==> config.mk <==
export PLATFORM = sky130hd
export DESIGN_NAME = arcade_input_top
export DESIGN_NICKNAME = d
export VERILOG_FILES = /design/src/source/joy_pkg.sv /design/src/source/kbd_pkg.sv /design/src/source/joy_serial_reader.sv /design/src/source/ps2_receiver.sv /design/src/source/key_decoder.sv /design/src/source/reset_ctrl.sv /design/src/source/arcade_input_top.sv
export SDC_FILE = /design/constraint.sdc
export NUM_CORES = 1
export LEC_CHECK = 0
export BUFFER_PORTS_ARGS = -buffer_cell sky130_fd_sc_hd__buf_4
export CAP_MARGIN = 20
export CORE_UTILIZATION = 30
export CTS_BUF_LIST = sky130_fd_sc_hd__clkbuf_4
export DETAILED_ROUTE_END_ITERATION = 12
export HOLD_SLACK_MARGIN = 0.12
export SYNTH_ARGS = -nofsm -noshare
export SYNTH_HDL_FRONTEND = slang
export SYNTH_SLANG_ARGS = --single-unit
==> constraint.sdc <==
create_clock -name ena_x -period 4.5 [get_ports ena_x]
set_input_delay 0.225 -clock ena_x [delete_from_list [all_inputs] [get_ports ena_x]]
set_output_delay 0.225 -clock ena_x [all_outputs]
set_load 0.02 [all_outputs]
==> src/source/joy_pkg.sv <==
/*
  Joystick chain layout for the serial DB9 adapter board.
  Every joystick bit is active low, so a released control reads 1.
  Slot map entries pack a destination player in [5:4] and a bit index in [3:0].
*/
package joy_pkg;

  // Frame timing ------------------------------
  localparam int joy_frame_slots = 26;
  localparam int joy_slot_cycles = 2;
  localparam int joy_slot_w      = 5;
  localparam int joy_phase_w     = $clog2(joy_slot_cycles);

  localparam logic [1:0] joy_dst_none = 2'd0;  // Slot carries nothing
  localparam logic [1:0] joy_dst_p1   = 2'd1;
  localparam logic [1:0] joy_dst_p2   = 2'd2;

  // One controller word, seen as raw slot target or as named controls
  typedef union packed {
    logic [11:0] raw;
    struct packed {
      logic       reset_n;   // Bit 11
      logic       button_c;
      logic       button_b;
      logic       mode;
      logic       start;
      logic       coin;
      logic [1:0] fire;
      logic       up;
      logic       down;
      logic       left;
      logic       right;     // Bit 0
    } fields;
  } joy_word_u;

  // Slot to destination map ------------------------------
  localparam logic [5:0] joy_slot_map [joy_frame_slots] = '{
    {joy_dst_none, 4'd0}, {joy_dst_none, 4'd0},                       // Load, dummy
    {joy_dst_p1, 4'd8}, {joy_dst_p1, 4'd6}, {joy_dst_p1, 4'd5}, {joy_dst_p1, 4'd4},
    {joy_dst_p1, 4'd3}, {joy_dst_p1, 4'd2}, {joy_dst_p1, 4'd1}, {joy_dst_p1, 4'd0},
    {joy_dst_p2, 4'd8}, {joy_dst_p2, 4'd6}, {joy_dst_p2, 4'd5}, {joy_dst_p2, 4'd4},
    {joy_dst_p2, 4'd3}, {joy_dst_p2, 4'd2}, {joy_dst_p2, 4'd1}, {joy_dst_p2, 4'd0},
    {joy_dst_p2, 4'd10}, {joy_dst_p2, 4'd11}, {joy_dst_p2, 4'd9}, {joy_dst_p2, 4'd7},
    {joy_dst_p1, 4'd10}, {joy_dst_p1, 4'd11}, {joy_dst_p1, 4'd9}, {joy_dst_p1, 4'd7}
  };

endpackage

==> src/source/kbd_pkg.sv <==
/*
  PS/2 set 2 scan codes used by the front end, plus receive timing.
  Only the five keys below are decoded. Everything else is ignored.
*/
package kbd_pkg;

  // Prefixes ------------------------------
  localparam logic [7:0] code_break = 8'hF0;  // Key release follows
  localparam logic [7:0] code_ext   = 8'hE0;  // Extended key follows

  // Keys of interest ------------------------------
  localparam logic [7:0] code_ctrl   = 8'h14;
  localparam logic [7:0] code_alt    = 8'h11;
  localparam logic [7:0] code_del    = 8'h71;  // Counts only after E0
  localparam logic [7:0] code_bksp   = 8'h66;
  localparam logic [7:0] code_scroll = 8'h7E;

  // Receiver idle limit in ena_x cycles
  localparam int ps2_timeout = 2000;
  localparam int ps2_idle_w  = $clog2(ps2_timeout);

endpackage

==> src/source/joy_serial_reader.sv <==
/*
  Serial reader for a 74165 style joystick chain.
  The chain loads while joy_load is low and shifts on the rising joy_clk edge.
  joy1 and joy2 change together once per frame of 52 cycles.
*/
module joy_serial_reader (
  input  logic               ena_x,
  input  logic               pll_lckd,
  input  logic               joy_data,
  output logic               joy_clk,
  output logic               joy_load,
  output joy_pkg::joy_word_u joy1,
  output joy_pkg::joy_word_u joy2
);

  logic                            run;        // Low only in the first cycle out of reset
  logic [joy_pkg::joy_phase_w-1:0] phase;
  logic [joy_pkg::joy_slot_w-1:0]  slot;
  logic                            slot_end;
  logic                            frame_end;
  logic                            frame_start;
  logic [5:0]                      map_entry;
  joy_pkg::joy_word_u              shadow1;
  joy_pkg::joy_word_u              shadow2;

  assign slot_end    = (phase == joy_pkg::joy_slot_cycles - 1);
  assign frame_end   = slot_end && (slot == joy_pkg::joy_frame_slots - 1);
  assign frame_start = (slot == '0) && (phase == '0);

  // Slot sequencing ------------------------------
  always_ff @(posedge ena_x or negedge pll_lckd) begin
    if (!pll_lckd) begin
      run   <= 1'b0;
      phase <= '0;
      slot  <= '0;
    end else begin
      run <= 1'b1;
      if (run) begin
        if (slot_end) begin
          phase <= '0;
          slot  <= frame_end ? '0 : slot + 1'b1;
        end else begin
          phase <= phase + 1'b1;
        end
      end
    end
  end

  // Pin drive
  assign joy_load = !(run && (slot == '0));   // Parallel load in slot 0
  assign joy_clk  = run && (phase != '0);     // High in second half of slot

  assign map_entry = joy_pkg::joy_slot_map[slot];

  // Capture and publish ------------------------------
  always_ff @(posedge ena_x or negedge pll_lckd) begin
    if (!pll_lckd) begin
      shadow1.raw <= '1;
      shadow2.raw <= '1;
      joy1.raw    <= '1;
      joy2.raw    <= '1;
    end else if (run) begin
      if (slot_end) begin
        // Sample just before the next rising joy_clk
        if (map_entry[5:4] == joy_pkg::joy_dst_p1) begin
          shadow1.raw[map_entry[3:0]] <= joy_data;
        end
        if (map_entry[5:4] == joy_pkg::joy_dst_p2) begin
          shadow2.raw[map_entry[3:0]] <= joy_data;
        end
      end
      if (frame_start) begin
        joy1 <= shadow1;   // Whole frame at once
        joy2 <= shadow2;
      end
    end
  end

endmodule

==> src/source/ps2_receiver.sv <==
/*
  PS/2 device-to-host frame receiver. Reception only.
  ps2_clk must stay low or high for more than two ena_x cycles.
  A partial frame is dropped after kbd_pkg::ps2_timeout idle cycles.
*/
module ps2_receiver (
  input  logic       ena_x,
  input  logic       pll_lckd,
  input  logic       ps2_clk,
  input  logic       ps2_data,
  output logic [7:0] scan_code,
  output logic       code_strobe,
  output logic       frame_err
);

  logic [1:0]                     clk_sync;
  logic [1:0]                     data_sync;
  logic                           clk_prev;
  logic                           clk_fall;
  logic [3:0]                     bit_cnt;
  logic [9:0]                     shift;      // Bits received so far, LSB first
  logic [10:0]                    frame;
  logic                           frame_ok;
  logic                           last_bit;
  logic [kbd_pkg::ps2_idle_w-1:0] idle_cnt;
  logic                           idle_out;

  // Synchronizers ------------------------------
  always_ff @(posedge ena_x or negedge pll_lckd) begin
    if (!pll_lckd) begin
      clk_sync  <= 2'b11;   // Bus idles high
      data_sync <= 2'b11;
      clk_prev  <= 1'b1;
    end else begin
      clk_sync  <= {clk_sync[0], ps2_clk};
      data_sync <= {data_sync[0], ps2_data};
      clk_prev  <= clk_sync[1];
    end
  end

  assign clk_fall = clk_prev && !clk_sync[1];
  assign last_bit = (bit_cnt == 4'd10);

  // Frame as it stands with the bit arriving now
  assign frame    = {data_sync[1], shift};
  assign frame_ok = !frame[0] && (^frame[9:1]) && frame[10];  // Start, odd parity, stop

  assign idle_out = (idle_cnt == kbd_pkg::ps2_timeout - 1);

  // Bit counter and status ------------------------------
  always_ff @(posedge ena_x or negedge pll_lckd) begin
    if (!pll_lckd) begin
      bit_cnt     <= '0;
      idle_cnt    <= '0;
      code_strobe <= 1'b0;
      frame_err   <= 1'b0;
    end else begin
      code_strobe <= 1'b0;
      frame_err   <= 1'b0;
      if (clk_fall) begin
        idle_cnt <= '0;
        if (last_bit) begin
          bit_cnt     <= '0;
          code_strobe <= frame_ok;
          frame_err   <= !frame_ok;
        end else begin
          bit_cnt <= bit_cnt + 1'b1;
        end
      end else begin
        if (!idle_out) begin
          idle_cnt <= idle_cnt + 1'b1;
        end else begin
          bit_cnt <= '0;   // Stale partial frame
        end
      end
    end
  end

  // Data path
  always_ff @(posedge ena_x) begin
    if (clk_fall) begin
      shift <= frame[10:1];
      if (last_bit) begin
        scan_code <= frame[8:1];
      end
    end
  end

endmodule

==> src/source/key_decoder.sv <==
/*
  Decodes the few key combinations the board reacts to.
  Ctrl and Alt count from either side of the keyboard.
  Del counts only with the E0 prefix, so keypad dot is ignored.
*/
module key_decoder (
  input  logic       ena_x,
  input  logic       pll_lckd,
  input  logic [7:0] scan_code,
  input  logic       code_strobe,
  output logic       reset_key,
  output logic       master_reset,
  output logic       video_mode
);

  logic brk_pend;    // F0 seen
  logic ext_pend;    // E0 seen
  logic make;
  logic is_prefix;
  logic ctrl_held;
  logic alt_held;
  logic del_held;
  logic bksp_held;

  assign make      = !brk_pend;
  assign is_prefix = (scan_code == kbd_pkg::code_break) || (scan_code == kbd_pkg::code_ext);

  // Prefix and key state ------------------------------
  always_ff @(posedge ena_x or negedge pll_lckd) begin
    if (!pll_lckd) begin
      brk_pend   <= 1'b0;
      ext_pend   <= 1'b0;
      ctrl_held  <= 1'b0;
      alt_held   <= 1'b0;
      del_held   <= 1'b0;
      bksp_held  <= 1'b0;
      video_mode <= 1'b0;
    end else if (code_strobe) begin
      if (is_prefix) begin
        if (scan_code == kbd_pkg::code_break) begin
          brk_pend <= 1'b1;
        end else begin
          ext_pend <= 1'b1;
        end
      end else begin
        brk_pend <= 1'b0;   // Prefixes apply to one code only
        ext_pend <= 1'b0;
        case (scan_code)
          kbd_pkg::code_ctrl: ctrl_held <= make;
          kbd_pkg::code_alt:  alt_held  <= make;
          kbd_pkg::code_bksp: bksp_held <= make;
          kbd_pkg::code_del: begin
            if (ext_pend) begin
              del_held <= make;
            end
          end
          kbd_pkg::code_scroll: begin
            if (make) begin
              video_mode <= !video_mode;   // Release leaves mode alone
            end
          end
          default: ;
        endcase
      end
    end
  end

  // Combination levels follow the held keys directly
  assign reset_key    = ctrl_held && alt_held && del_held;
  assign master_reset = ctrl_held && alt_held && bksp_held;

endmodule

==> src/source/reset_ctrl.sv <==
/*
  Core reset and reboot request generation.
  core_reset_n rises 257 cycles after pll_lckd goes high if nothing holds it.
  reboot_req is one cycle wide and stays quiet during the power-on delay.
*/
module reset_ctrl (
  input  logic               ena_x,
  input  logic               pll_lckd,
  input  logic               reset_key,
  input  logic               master_reset,
  input  joy_pkg::joy_word_u joy1,
  input  joy_pkg::joy_word_u joy2,
  output logic               core_reset_n,
  output logic               reboot_req
);

  logic [7:0] por_cnt;
  logic       por_done;
  logic       reboot_cond;
  logic       reboot_cond_q;

  // Keyboard combo or the reset pin on controller two
  assign reboot_cond = master_reset || !joy2.fields.reset_n;

  // Power-on delay ------------------------------
  always_ff @(posedge ena_x or negedge pll_lckd) begin
    if (!pll_lckd) begin
      por_cnt  <= '0;
      por_done <= 1'b0;
    end else if (!por_done) begin
      if (&por_cnt) begin
        por_done <= 1'b1;   // Counter holds at full scale
      end else begin
        por_cnt <= por_cnt + 1'b1;
      end
    end
  end

  // Outputs ------------------------------
  always_ff @(posedge ena_x or negedge pll_lckd) begin
    if (!pll_lckd) begin
      core_reset_n  <= 1'b0;
      reboot_cond_q <= 1'b0;
      reboot_req    <= 1'b0;
    end else begin
      core_reset_n  <= por_done && !reset_key && joy1.fields.reset_n;
      reboot_cond_q <= reboot_cond;
      reboot_req    <= por_done && reboot_cond && !reboot_cond_q;   // Rising edge only
    end
  end

endmodule

==> src/source/arcade_input_top.sv <==
/*
  Input and control front end of the arcade board.
  Everything runs on ena_x. pll_lckd low resets every block.
  Only reboot_req leaves for the multiboot logic, which sits outside.
*/
module arcade_input_top (
  input  logic               ena_x,
  input  logic               pll_lckd,
  input  logic               joy_data,
  input  logic               ps2_clk,
  input  logic               ps2_data,
  output logic               joy_clk,
  output logic               joy_load,
  output joy_pkg::joy_word_u joy1,
  output joy_pkg::joy_word_u joy2,
  output logic               core_reset_n,
  output logic               reboot_req,
  output logic               video_mode
);

  logic [7:0] scan_code;
  logic       code_strobe;
  logic       reset_key;
  logic       master_reset;

  // Joystick chain
  joy_serial_reader u_joy (
    .ena_x    (ena_x),
    .pll_lckd (pll_lckd),
    .joy_data (joy_data),
    .joy_clk  (joy_clk),
    .joy_load (joy_load),
    .joy1     (joy1),
    .joy2     (joy2)
  );

  // Keyboard ------------------------------
  ps2_receiver u_rx (
    .ena_x       (ena_x),
    .pll_lckd    (pll_lckd),
    .ps2_clk     (ps2_clk),
    .ps2_data    (ps2_data),
    .scan_code   (scan_code),
    .code_strobe (code_strobe),
    .frame_err   ()              // Bad frames are simply dropped
  );

  key_decoder u_dec (
    .ena_x        (ena_x),
    .pll_lckd     (pll_lckd),
    .scan_code    (scan_code),
    .code_strobe  (code_strobe),
    .reset_key    (reset_key),
    .master_reset (master_reset),
    .video_mode   (video_mode)
  );

  // Reset and reboot
  reset_ctrl u_rst (
    .ena_x        (ena_x),
    .pll_lckd     (pll_lckd),
    .reset_key    (reset_key),
    .master_reset (master_reset),
    .joy1         (joy1),
    .joy2         (joy2),
    .core_reset_n (core_reset_n),
    .reboot_req   (reboot_req)
  );

endmodule

==> qor.csv, run 1 <==
stage,metric,value,unit
clock_tree,TritonCTS buffer count,17,
floorplan,Core Footprint,0.0165,sq mm
clock_tree,Max clock buf depth,2,
synth,"Seq/Total Area, Yosys",59.0,%
global_routing,GR Util All Layers,11.6,%
global_routing,GR Overflow Total,0,
sta,final setup vio count,0,
worst_setup_path,WP data arrival,2850,ps
synth,Synth Flop Type,dfstp_2,
power_and_ir_drop,Worst VDD drop,0.000166,V
sta,relative slew slack,39.6,%
clock_tree,clk_lat worst skew,520,ps
routing,via count,3101,
finish,nets,456,
global_routing,first-pass GRT wire length,15800,um
run_status,outcome,completed,
finish,ant diodes,0,
sta,Final Cycle Share,53.4,%
routing,iteration count of the initial detailed-routing pass,4,
routing,Final ANT Viol Nets,0,
worst_setup_path,CP Data Required Time,4950,ps
placement,Placer Congestion,0.775,
global_routing,largest net degree at the start of global routing,62,
routing,top sig layer,met4,
global_routing,number of global-route vias before repair,3204,
routing,total wire length,9100,um
sta,Hold WS,331,ps
worst_setup_path,"Max stage delay cell, worst path",dfrtp_1,
sta,fmax,417,MHz
synth,asr flop ratio synth,84.1,%
sta,worst-case clock skew,12.4,ps
routing,drt drc,0,
worst_setup_path,CP startpoint kind,flip-flop,
sta,Max Slew Vio Count,0,
clock_tree,H-tree depth,4,
floorplan,Ports,34,
routing,Detailed Route Iter0 Violations,131,
worst_setup_path,Worst path top cell family by delay,simple AND/OR/NAND/NOR gates,
worst_setup_path,critical path cell sequence,inv_1 > ha_1 > nor3b_1 > a221o_1 > nor4_1 > nand2_1 > mux2_4,
power_and_ir_drop,Leak,2.41,nW
sta,Setup TNS,0,ps
synth,Synth Area per Inst,12.7,sq um
floorplan,chip height,132,um
sta,worst-margin pin slew,904,ps
worst_setup_path,"Buf+Inv Stages, Crit Path",1,
floorplan,Die ar.,0.0174,sq mm
clock_tree,"Clk pin slew, worst setup/hold paths",90,ps
sta,RSZ-0062 raised after global routing,no,
worst_setup_path,Crit Path Max Fanout,10,
power_and_ir_drop,PD cells,563,mW/mm^2
routing,metal3 WL,381,um
floorplan,Die X-Extent,132,um
synth,Syn Nets,412,
flow_run,max cap viols,0,
finish,Area Overhead vs Synth,16.0,%
sta,final hold vios,0,
placement,DP HPWL,6270,um
synth,"Distinct cells, synth",60,
global_routing,initial antenna violation count,0,
routing,vias per inst,4.60,
synth,"EDFF count, synth",18,
finish,ratio of cells with drive above 1 in the final layout,37.2,%
hold_path,Min-Delay Path Class,in2async,
clock_tree,CTS tree,built,
floorplan,initial core utilization,30.6,%
synth,Post-Syn Area,0.00505,sq mm
floorplan,FP Rows,47,
worst_setup_path,Worst Setup End Kind,flip-flop,
synth,Post-Syn Instances,397,
routing,routed metal-1 wirelength,4300,um
worst_setup_path,Setup CP Type,reg2reg,
clock_tree,clock sink count,113,
worst_setup_path,Max stage delay on crit path,550,ps
sta,fin crit period,2400,ps
synth,warnings from Yosys,0,
clock_tree,CTS root buf,clkbuf_4,
clock_tree,CTS resizes,0,
routing,met2 wire len,4240,um
placement,port bufs,33,
routing,drt wl/cell,13.5,um
synth,number of synthesized register bits,113,
[cells in the final DEF, fill, tap and decap left out, types with 2 or more instances in the layout]
master	count
nor2b_1	8
nand2_1	34
nor3_1	13
nor2_1	21
mux2i_1	2
nor3b_1	4
mux2_1	10
inv_1	5
a21oi_1	6
o21ai_0	9
nand2b_1	2
clkinv_1	2
a21o_1	2
bufinv_16	3
nor4b_1	2
and3b_1	2
xor2_1	15
mux2_2	37
or3_1	2
clkbuf_4	21
a21boi_0	2
nand4_1	9
dfrtp_1	42
edfxtp_1	18
a31oi_1	4
mux2_4	4
nand3_1	12
ha_1	10
clkinv_4	2
dfstp_2	53
buf_4	35
nor4bb_1	2
xnor2_1	14
a211oi_1	2
clkinv_2	4
and3_1	5
nor4_1	5
dlygate4sd3_1	4
[area by class of cell]
type	instances	area [sq um]
sequential	113	2980
inverter	6	22.5
clock inverter	11	139
tap	220	275
clock buffer	21	158
multi-input combinational	263	1980
timing repair buffer	40	308
fill	1593	10700
[final timing paths]
| path | start | end | slack [ps] | cells past startpoint |
|---|---|---|---|---|
| worst max-delay path | u_joy.slot[0] | u_joy.shadow2[3] | 2100 | 7 |
| worst min-delay path | pll_lckd | u_joy.run | 330 | 2 |
| worst max register to register | u_joy.slot[0] | u_joy.shadow2[3] | 2100 | 7 |
| worst min register to register | u_rx.data_sync[0] | u_rx.data_sync[1] | 360 | 0 |
| max in group asynchronous | pll_lckd | u_joy.shadow2[1] | 3190 | 3 |
| min in group ena_x | ps2_data | u_rx.data_sync[0] | 350 | 2 |
[kinds of logic after synthesis]
| logic type | count (synthesis) | synth area share [%] |
|---|---|---|
| AO/OA/AOI/OAI | 42 | 6.26 |
| AND/OR/NAND/NOR | 128 | 13.2 |
| flip-flops | 113 | 59.0 |
| multiplexers | 53 | 12.1 |
| other | 1 | 0.0742 |
| XOR/XNOR | 29 | 5.03 |
| adder cells (fa/ha/maj) | 10 | 2.48 |
| buffers and inverters | 21 | 1.86 |
[power by group]
part           total (mW)  internal (mW)  switching, mW
clock               0.782          0.406          0.377
combinational       0.945          0.433          0.511
sequential           1.58           1.37          0.207
[flip-flops by register name (all words and copies together) (netlist names), 2 cells and up]
name,count
u_rx.data_sync,2
u_rx.shift,10
u_rx.clk_sync,2
u_joy.shadow2,12
u_rx.scan_code,8
u_rst.por_cnt,8
u_joy.shadow1,12
u_joy.joy1,12
u_rx.idle_cnt,11
u_rx.bit_cnt,4
u_joy.slot,5
u_joy.joy2,12
[synth_stat cells, types with 4 or more instances]
library cell  number  share of area (%)
a31oi_1            4               0.50
nor2_1            21                1.6
nand3_1           12                1.2
ha_1              10                2.5
o21ai_0            9               0.89
nor3b_1            4               0.59
nor4_1             5               0.62
dfrtp_1           42                 21
mux2_2            37                8.2
mux2_1            10                2.2
nor2b_1            8               0.99
buf_2              6               0.59
xor2_1            15                2.6
mux2_4             4                1.2
inv_1              5               0.37
nand4_1            9                1.1
xnor2_1           14                2.4
dfstp_2           53                 28
a21oi_1            6               0.59
edfxtp_1          18                 11
nor3_1            13                1.3
nand2_1           34                2.5
clkbuf_1           8               0.59
and3_1             5               0.62
[layer usage]
layer,up-vias,global-route usage (%)
met5,-,0
met4,0,5.56
met3,16,4.15
met2,46,17.5
met1,1528,14.6
li1,1511,-
[timing repair]
item | in CTS | in global routing
buffers inserted | 0 | 0
hold endpoints to repair | 49 | 0
hold buffers | 4 | 0
[stage by stage]
stage / area (sq um) / util (%) / cells / total power, mW / setup WS [ps]
2_1_floorplan: 5050 / - / 397 / 2.23 / 2200
3_3_place_gp: 5520 / 33.4 / 637 / 2.52 / 2150
3_5_place_dp: 5520 / 33.4 / 637 / 2.55 / 2120
4_1_cts: 5860 / 35.4 / 673 / 3.35 / 2110
5_1_grt: 5860 / 35.5 / 674 / 3.52 / 1920
6_report: 5860 / 35.5 / 674 / 3.30 / 2100
Note: power is estimated with default switching activity, not from simulation.
==> run 2: changes to the inputs <==
==> constraint.sdc (replaced) <==
create_clock -name ena_x -period 2.4 [get_ports ena_x]
set_input_delay 0.12 -clock ena_x [delete_from_list [all_inputs] [get_ports ena_x]]
set_output_delay 0.12 -clock ena_x [all_outputs]
set_load 0.02 [all_outputs]
==> run 2 against run 1 <==
Effect of this change: setup slack worse by 1900 ps; sequential power increased by 85%; critical path depth did not move; maximum frequency rose by 6.7%.
==> qor.csv, run 2 (same netlist as run 1, synthesis figures left out) <==
stage,metric,value,unit
routing,Detailed Route Iter0 Violations,157,
routing,drt drc,0,
clock_tree,clk_lat worst skew,530,ps
sta,fmax,444,MHz
floorplan,Ports,34,
sta,relative slew slack,60.3,%
floorplan,chip height,132,um
finish,"commonest non-fill, non-tap cell in the layout",dfstp_2,
finish,ant diodes,0,
clock_tree,Post-CTS Repair Setup Buffers,0,
worst_setup_path,Crit Path Max Fanout,8,
worst_setup_path,CP Data Required Time,2870,ps
global_routing,largest net degree at the start of global routing,96,
routing,via count,3190,
power_and_ir_drop,NetSw,2.10,mW
global_routing,first-pass GRT wire length,15900,um
global_routing,initial antenna violation count,0,
floorplan,Die ar.,0.0174,sq mm
worst_setup_path,Setup CP Type,reg2reg,
finish,"commonest non-fill, non-tap cells in the layout","53 x dfstp_2, 43 x buf_4, 41 x dfrtp_1",
clock_tree,CTS tree,built,
floorplan,Core Footprint,0.0165,sq mm
global_routing,GR Util All Layers,11.7,%
sta,final hold vios,0,
worst_setup_path,worst reg2reg path startpoint,u_joy.slot[1],
floorplan,initial core utilization,30.6,%
global_routing,number of global-route vias before repair,3236,
floorplan,Die X-Extent,132,um
worst_setup_path,Reg2Reg Depth,7,
routing,vias per inst,4.68,
worst_setup_path,r2r endpoint,u_joy.shadow2[1],
routing,Final ANT Viol Nets,0,
routing,routed metal-1 wirelength,4300,um
sta,final setup vio count,0,
floorplan,FP Rows,47,
power_and_ir_drop,clock power share,23.5,%
routing,total wire length,9300,um
run_status,outcome,completed,
sta,worst-case clock skew,18.5,ps
sta,Final Cycle Share,93.8,%
routing,top sig layer,met4,
hold_path,Min-Delay Path Class,in2async,
finish,Area Overhead vs Synth,17.5,%
clock_tree,TritonCTS buffer count,17,
worst_setup_path,worst reg2reg setup slack,150,ps
power_and_ir_drop,Flop pwr share,46.4,%
worst_setup_path,WP data arrival,2720,ps
sta,Setup TNS,0,ps
worst_setup_path,CP startpoint kind,flip-flop,
placement,placed insts,646,
clock_tree,CTS root buf,clkbuf_4,
power_and_ir_drop,Worst VDD drop,0.000326,V
finish,fillcell total,1582,
power_and_ir_drop,"Power, Total",6.30,mW
sta,Max Slew Vio Count,0,
power_and_ir_drop,Leak,2.45,nW
routing,iteration count of the initial detailed-routing pass,5,
flow_run,max cap viols,0,
sta,fin crit period,2250,ps
placement,port bufs,33,
placement,Placer Congestion,0.818,
global_routing,GR Overflow Total,0,
sta,RSZ-0062 raised after global routing,no,
power_and_ir_drop,PD cells,1060,mW/mm^2
sta,worst-margin pin slew,596,ps
power_and_ir_drop,internal power,4.21,mW
finish,"Design Area, Final",0.00594,sq mm
finish,Finished Layout Cells,682,
finish,ratio of cells with drive above 1 in the final layout,38.1,%
placement,DP HPWL,6350,um
clock_tree,H-tree depth,4,
routing,metal3 WL,415,um
clock_tree,"Clk pin slew, worst setup/hold paths",110,ps
placement,placed cell area,0.00560,sq mm
routing,drt wl/cell,13.6,um
power_and_ir_drop,Logic pwr share,30.1,%
worst_setup_path,Worst Setup End Kind,flip-flop,
routing,met2 wire len,4400,um
power_and_ir_drop,switching part of the total,33.2,%
clock_tree,clock sink count,113,
finish,nets,464,
clock_tree,Max clock buf depth,2,
-- run 2: cell types whose count changed in the layout (fill, tap and decap cells not counted), sizes merged --
cell,previous run,this run
buf,36,44
-- run 2: worst max-delay path, stage by stage (launching register included) --
cell	delay (ps)
dfrtp_1	430
buf_4	180
ha_1	190
nor3b_1	160
a221o_1	370
nor4_1	380
nand2_1	150
mux2_4	320
-- run 2: worst max-delay path by stage --
stage          slack [ps]           endpoint          start  depth (start not counted)
6_report              150   u_joy.shadow2[1]  u_joy.slot[1]                          7
5_1_grt                40  u_joy.shadow2[10]  u_joy.slot[2]                          6
4_1_cts               110   u_joy.shadow2[1]  u_joy.slot[0]                          7
3_5_place_dp           90   u_joy.shadow2[6]  u_joy.slot[0]                          7
3_3_place_gp          160   u_joy.shadow2[6]  u_joy.slot[0]                          7
2_1_floorplan         100     u_joy.joy1[10]  u_joy.slot[1]                          9
-- run 2: power by group through the flow --
stage / combinational, mW / sequential, mW / clock, mW
floorplan: 1.18 / 3.01 / 0
global placement: 1.86 / 2.95 / 0
detailed placement: 1.90 / 2.96 / 0
CTS: 1.91 / 2.93 / 1.52
global route: 2.07 / 3.00 / 1.62
finish: 1.90 / 2.93 / 1.48
-- run 2: per-layer routing --
layer | up-vias | GRT usage, %
met4 | 0 | 4.97
met1 | 1578 | 14.4
met3 | 18 | 4.46
met5 | - | 0
met2 | 67 | 18.3
li1 | 1527 | -
-- run 2: cell type report --
class | instances | area (sq um) | area share [%]
multi-input combinational | 263 | 1980 | 33.3
timing repair buffer | 48 | 383 | 6.45
clock inverter | 11 | 140 | 2.36
clock buffer | 21 | 158 | 2.65
sequential | 113 | 2990 | 50.3
tap | 220 | 275 | 4.63
inverter | 6 | 22.5 | 0.379
-- run 2: repair_timing --
| action | 4_1_cts | 5_1_grt |
|---|---|---|
| hold buffers | 4 | 0 |
| hold endpoints to repair | 121 | 0 |
| setup endpoints to repair | 0 | 7 |
| resized for setup | 0 | 1 |
-- run 2: stage by stage --
stage | hold WS, ps | utilization [%] | setup WS, ps
3_3_place_gp | 206 | 33.9 | 158
2_1_floorplan | -176 | - | 105
6_report | 142 | 35.9 | 150
3_5_place_dp | 219 | 33.9 | 85.2
4_1_cts | 155 | 35.9 | 105
5_1_grt | 171 | 35.9 | 36.2
==> run 3: changes to the inputs <==
--- a/config.mk
+++ b/config.mk
@@ -11,6 +11,7 @@
 export CTS_BUF_LIST = sky130_fd_sc_hd__clkbuf_4
 export DETAILED_ROUTE_END_ITERATION = 12
 export HOLD_SLACK_MARGIN = 0.12
+export PLACE_DENSITY = 0.56
 export SYNTH_ARGS = -nofsm -noshare
 export SYNTH_HDL_FRONTEND = slang
 export SYNTH_SLANG_ARGS = --single-unit
==> run 3 against run 2 <==
Effect of this change: final cell count unchanged; non-clock buffer count unchanged; combinational power about the same.
==> qor.csv, run 3 (same netlist as run 1, synthesis figures left out) <==
stage,metric,value,unit
worst_setup_path,critical path cell sequence,buf_4 > ha_1 > nor3b_1 > a221o_1 > nor4_1 > nand2_1 > mux2_4,
finish,fillcell total,1604,
global_routing,GR Overflow Total,0,
finish,"Design Area, Final",0.00593,sq mm
worst_setup_path,Max stage delay on crit path,480,ps
worst_setup_path,Setup CP Type,reg2reg,
sta,final setup vio count,0,
worst_setup_path,r2r endpoint,u_joy.shadow2[1],
worst_setup_path,worst reg2reg setup slack,150,ps
global_routing,largest net degree at the start of global routing,57,
finish,fin util,35.9,%
clock_tree,TritonCTS buffer count,17,
sta,relative slew slack,48.3,%
sta,Hold WS,167,ps
worst_setup_path,Crit Path Max Fanout,7,
power_and_ir_drop,"Power, Total",6.22,mW
floorplan,initial core utilization,30.6,%
routing,iteration count of the initial detailed-routing pass,5,
finish,"commonest non-fill, non-tap cells in the layout","53 x dfstp_2, 43 x buf_4, 41 x dfrtp_1",
clock_tree,clock sink count,113,
global_routing,GR Util All Layers,12.0,%
sta,fmax,444,MHz
finish,Area Overhead vs Synth,17.3,%
sta,worst-case clock skew,19.9,ps
clock_tree,CTS tree,built,
floorplan,Core Footprint,0.0165,sq mm
clock_tree,H-tree depth,4,
routing,top sig layer,met4,
sta,RSZ-0062 raised after global routing,no,
clock_tree,clk_lat worst skew,540,ps
sta,Max Slew Vio Count,0,
routing,drt wl/cell,13.8,um
run_status,outcome,completed,
floorplan,FP Rows,47,
worst_setup_path,"Buf+Inv Stages, Crit Path",1,
power_and_ir_drop,PD cells,1050,mW/mm^2
sta,Setup TNS,0,ps
sta,final hold vios,0,
routing,metal3 WL,418,um
worst_setup_path,CP startpoint kind,flip-flop,
sta,fin crit period,2250,ps
floorplan,chip height,132,um
global_routing,first-pass GRT wire length,16300,um
worst_setup_path,WP data arrival,2710,ps
floorplan,Die X-Extent,132,um
flow_run,max cap viols,0,
worst_setup_path,worst reg2reg path startpoint,u_joy.slot[1],
placement,placed cell area,0.00560,sq mm
finish,ant diodes,0,
floorplan,Die ar.,0.0174,sq mm
clock_tree,Max clock buf depth,2,
clock_tree,CTS root buf,clkbuf_4,
power_and_ir_drop,Worst VDD drop,0.000259,V
worst_setup_path,CP Data Required Time,2860,ps
finish,nets,464,
routing,vias per inst,4.70,
routing,via count,3206,
routing,Final ANT Viol Nets,0,
worst_setup_path,"Max stage delay cell, worst path",dfrtp_1,
global_routing,number of global-route vias before repair,3403,
power_and_ir_drop,Leak,2.44,nW
routing,met2 wire len,4420,um
worst_setup_path,Worst path top cell family by delay,simple AND/OR/NAND/NOR gates,
global_routing,initial antenna violation count,0,
clock_tree,"Clk pin slew, worst setup/hold paths",120,ps
placement,port bufs,33,
routing,total wire length,9400,um
worst_setup_path,Reg2Reg Depth,7,
floorplan,Ports,34,
placement,Placer Congestion,0.810,
routing,drt drc,0,
finish,area occupied by registers,0.00299,sq mm
worst_setup_path,Worst Setup End Kind,flip-flop,
hold_path,Min-Delay Path Class,in2async,
finish,ratio of cells with drive above 1 in the final layout,39.0,%
finish,Multi-input gate area,0.00198,sq mm
sta,worst-margin pin slew,765,ps
placement,DP HPWL,6560,um
routing,routed metal-1 wirelength,4410,um
sta,Final Cycle Share,93.8,%
finish,"commonest non-fill, non-tap cell in the layout",dfstp_2,
clock_tree,Post-CTS Repair Setup Buffers,0,
routing,Detailed Route Iter0 Violations,156,
run 3: cell count changes in the layout (fill, tap and decap cells not counted):
cell | before | now
a21oi_1 | 6 | 5
clkinv_2 | 1 | 4
a21boi_0 | 2 | 1
bufinv_16 | 3 | 2
inv_6 | 0 | 2
clkinv_1 | 4 | 1
a21oi_2 | 0 | 1
clkinvlp_4 | 1 | 3
clkbuf_4 | 21 | 19
a21boi_1 | 0 | 1
clkinv_4 | 3 | 2
run 3: what timing repair did:
| action | CTS | global route |
|---|---|---|
| endpoints found under the setup margin | 0 | 16 |
| gates resized for setup | 0 | 3 |
| hold buffers | 4 | 0 |
| hold endpoints to repair | 102 | 0 |
run 3: cell type report:
class | instances | area share, %
flip-flops and latches | 113 | 50.4
multi-input cells | 263 | 33.4
clock buffers | 19 | 2.41
inverters | 6 | 0.380
repair buffers | 48 | 6.46
well taps | 220 | 4.65
clock inverters | 13 | 2.32
run 3: worst max path at each step:
stage | startpoint | end | slack (ps) | cells after the start
6_report | u_joy.slot[1] | u_joy.shadow2[1] | 150 | 7
5_1_grt | u_joy.slot[1] | u_joy.shadow2[1] | 0.2 | 7
4_1_cts | u_joy.slot[0] | u_joy.shadow2[8] | 100 | 7
3_5_place_dp | u_joy.slot[0] | u_joy.shadow1[10] | 130 | 7
3_3_place_gp | u_joy.slot[0] | u_joy.shadow2[3] | 160 | 7
2_1_floorplan | u_joy.slot[1] | u_joy.joy1[10] | 100 | 9
run 3: report_power, final:
| group | switching (mW) | internal (mW) | leakage [nW] | total (mW) |
|---|---|---|---|---|
| clock network | 0.742 | 0.641 | 0.149 | 1.38 |
| registers | 0.349 | 2.57 | 1.27 | 2.92 |
| logic | 1.03 | 0.885 | 1.02 | 1.92 |
| total | 2.12 | 4.10 | 2.44 | 6.22 |
run 3: metrics by stage:
| step | setup WS [ps] | std cells |
|---|---|---|
| floorplan | 105 | 397 |
| global placement | 161 | 646 |
| detailed placement | 134 | 646 |
| CTS | 97.4 | 682 |
| global route | 0.232 | 682 |
| finish | 148 | 682 |
run 3: routing by layer:
| layer | up-vias | global-route usage (%) |
|---|---|---|
| li1 | 1522 | - |
| met1 | 1617 | 14.8 |
| met2 | 54 | 18.6 |
| met3 | 13 | 4.34 |
| met4 | 0 | 5.56 |
| met5 | - | 0 |
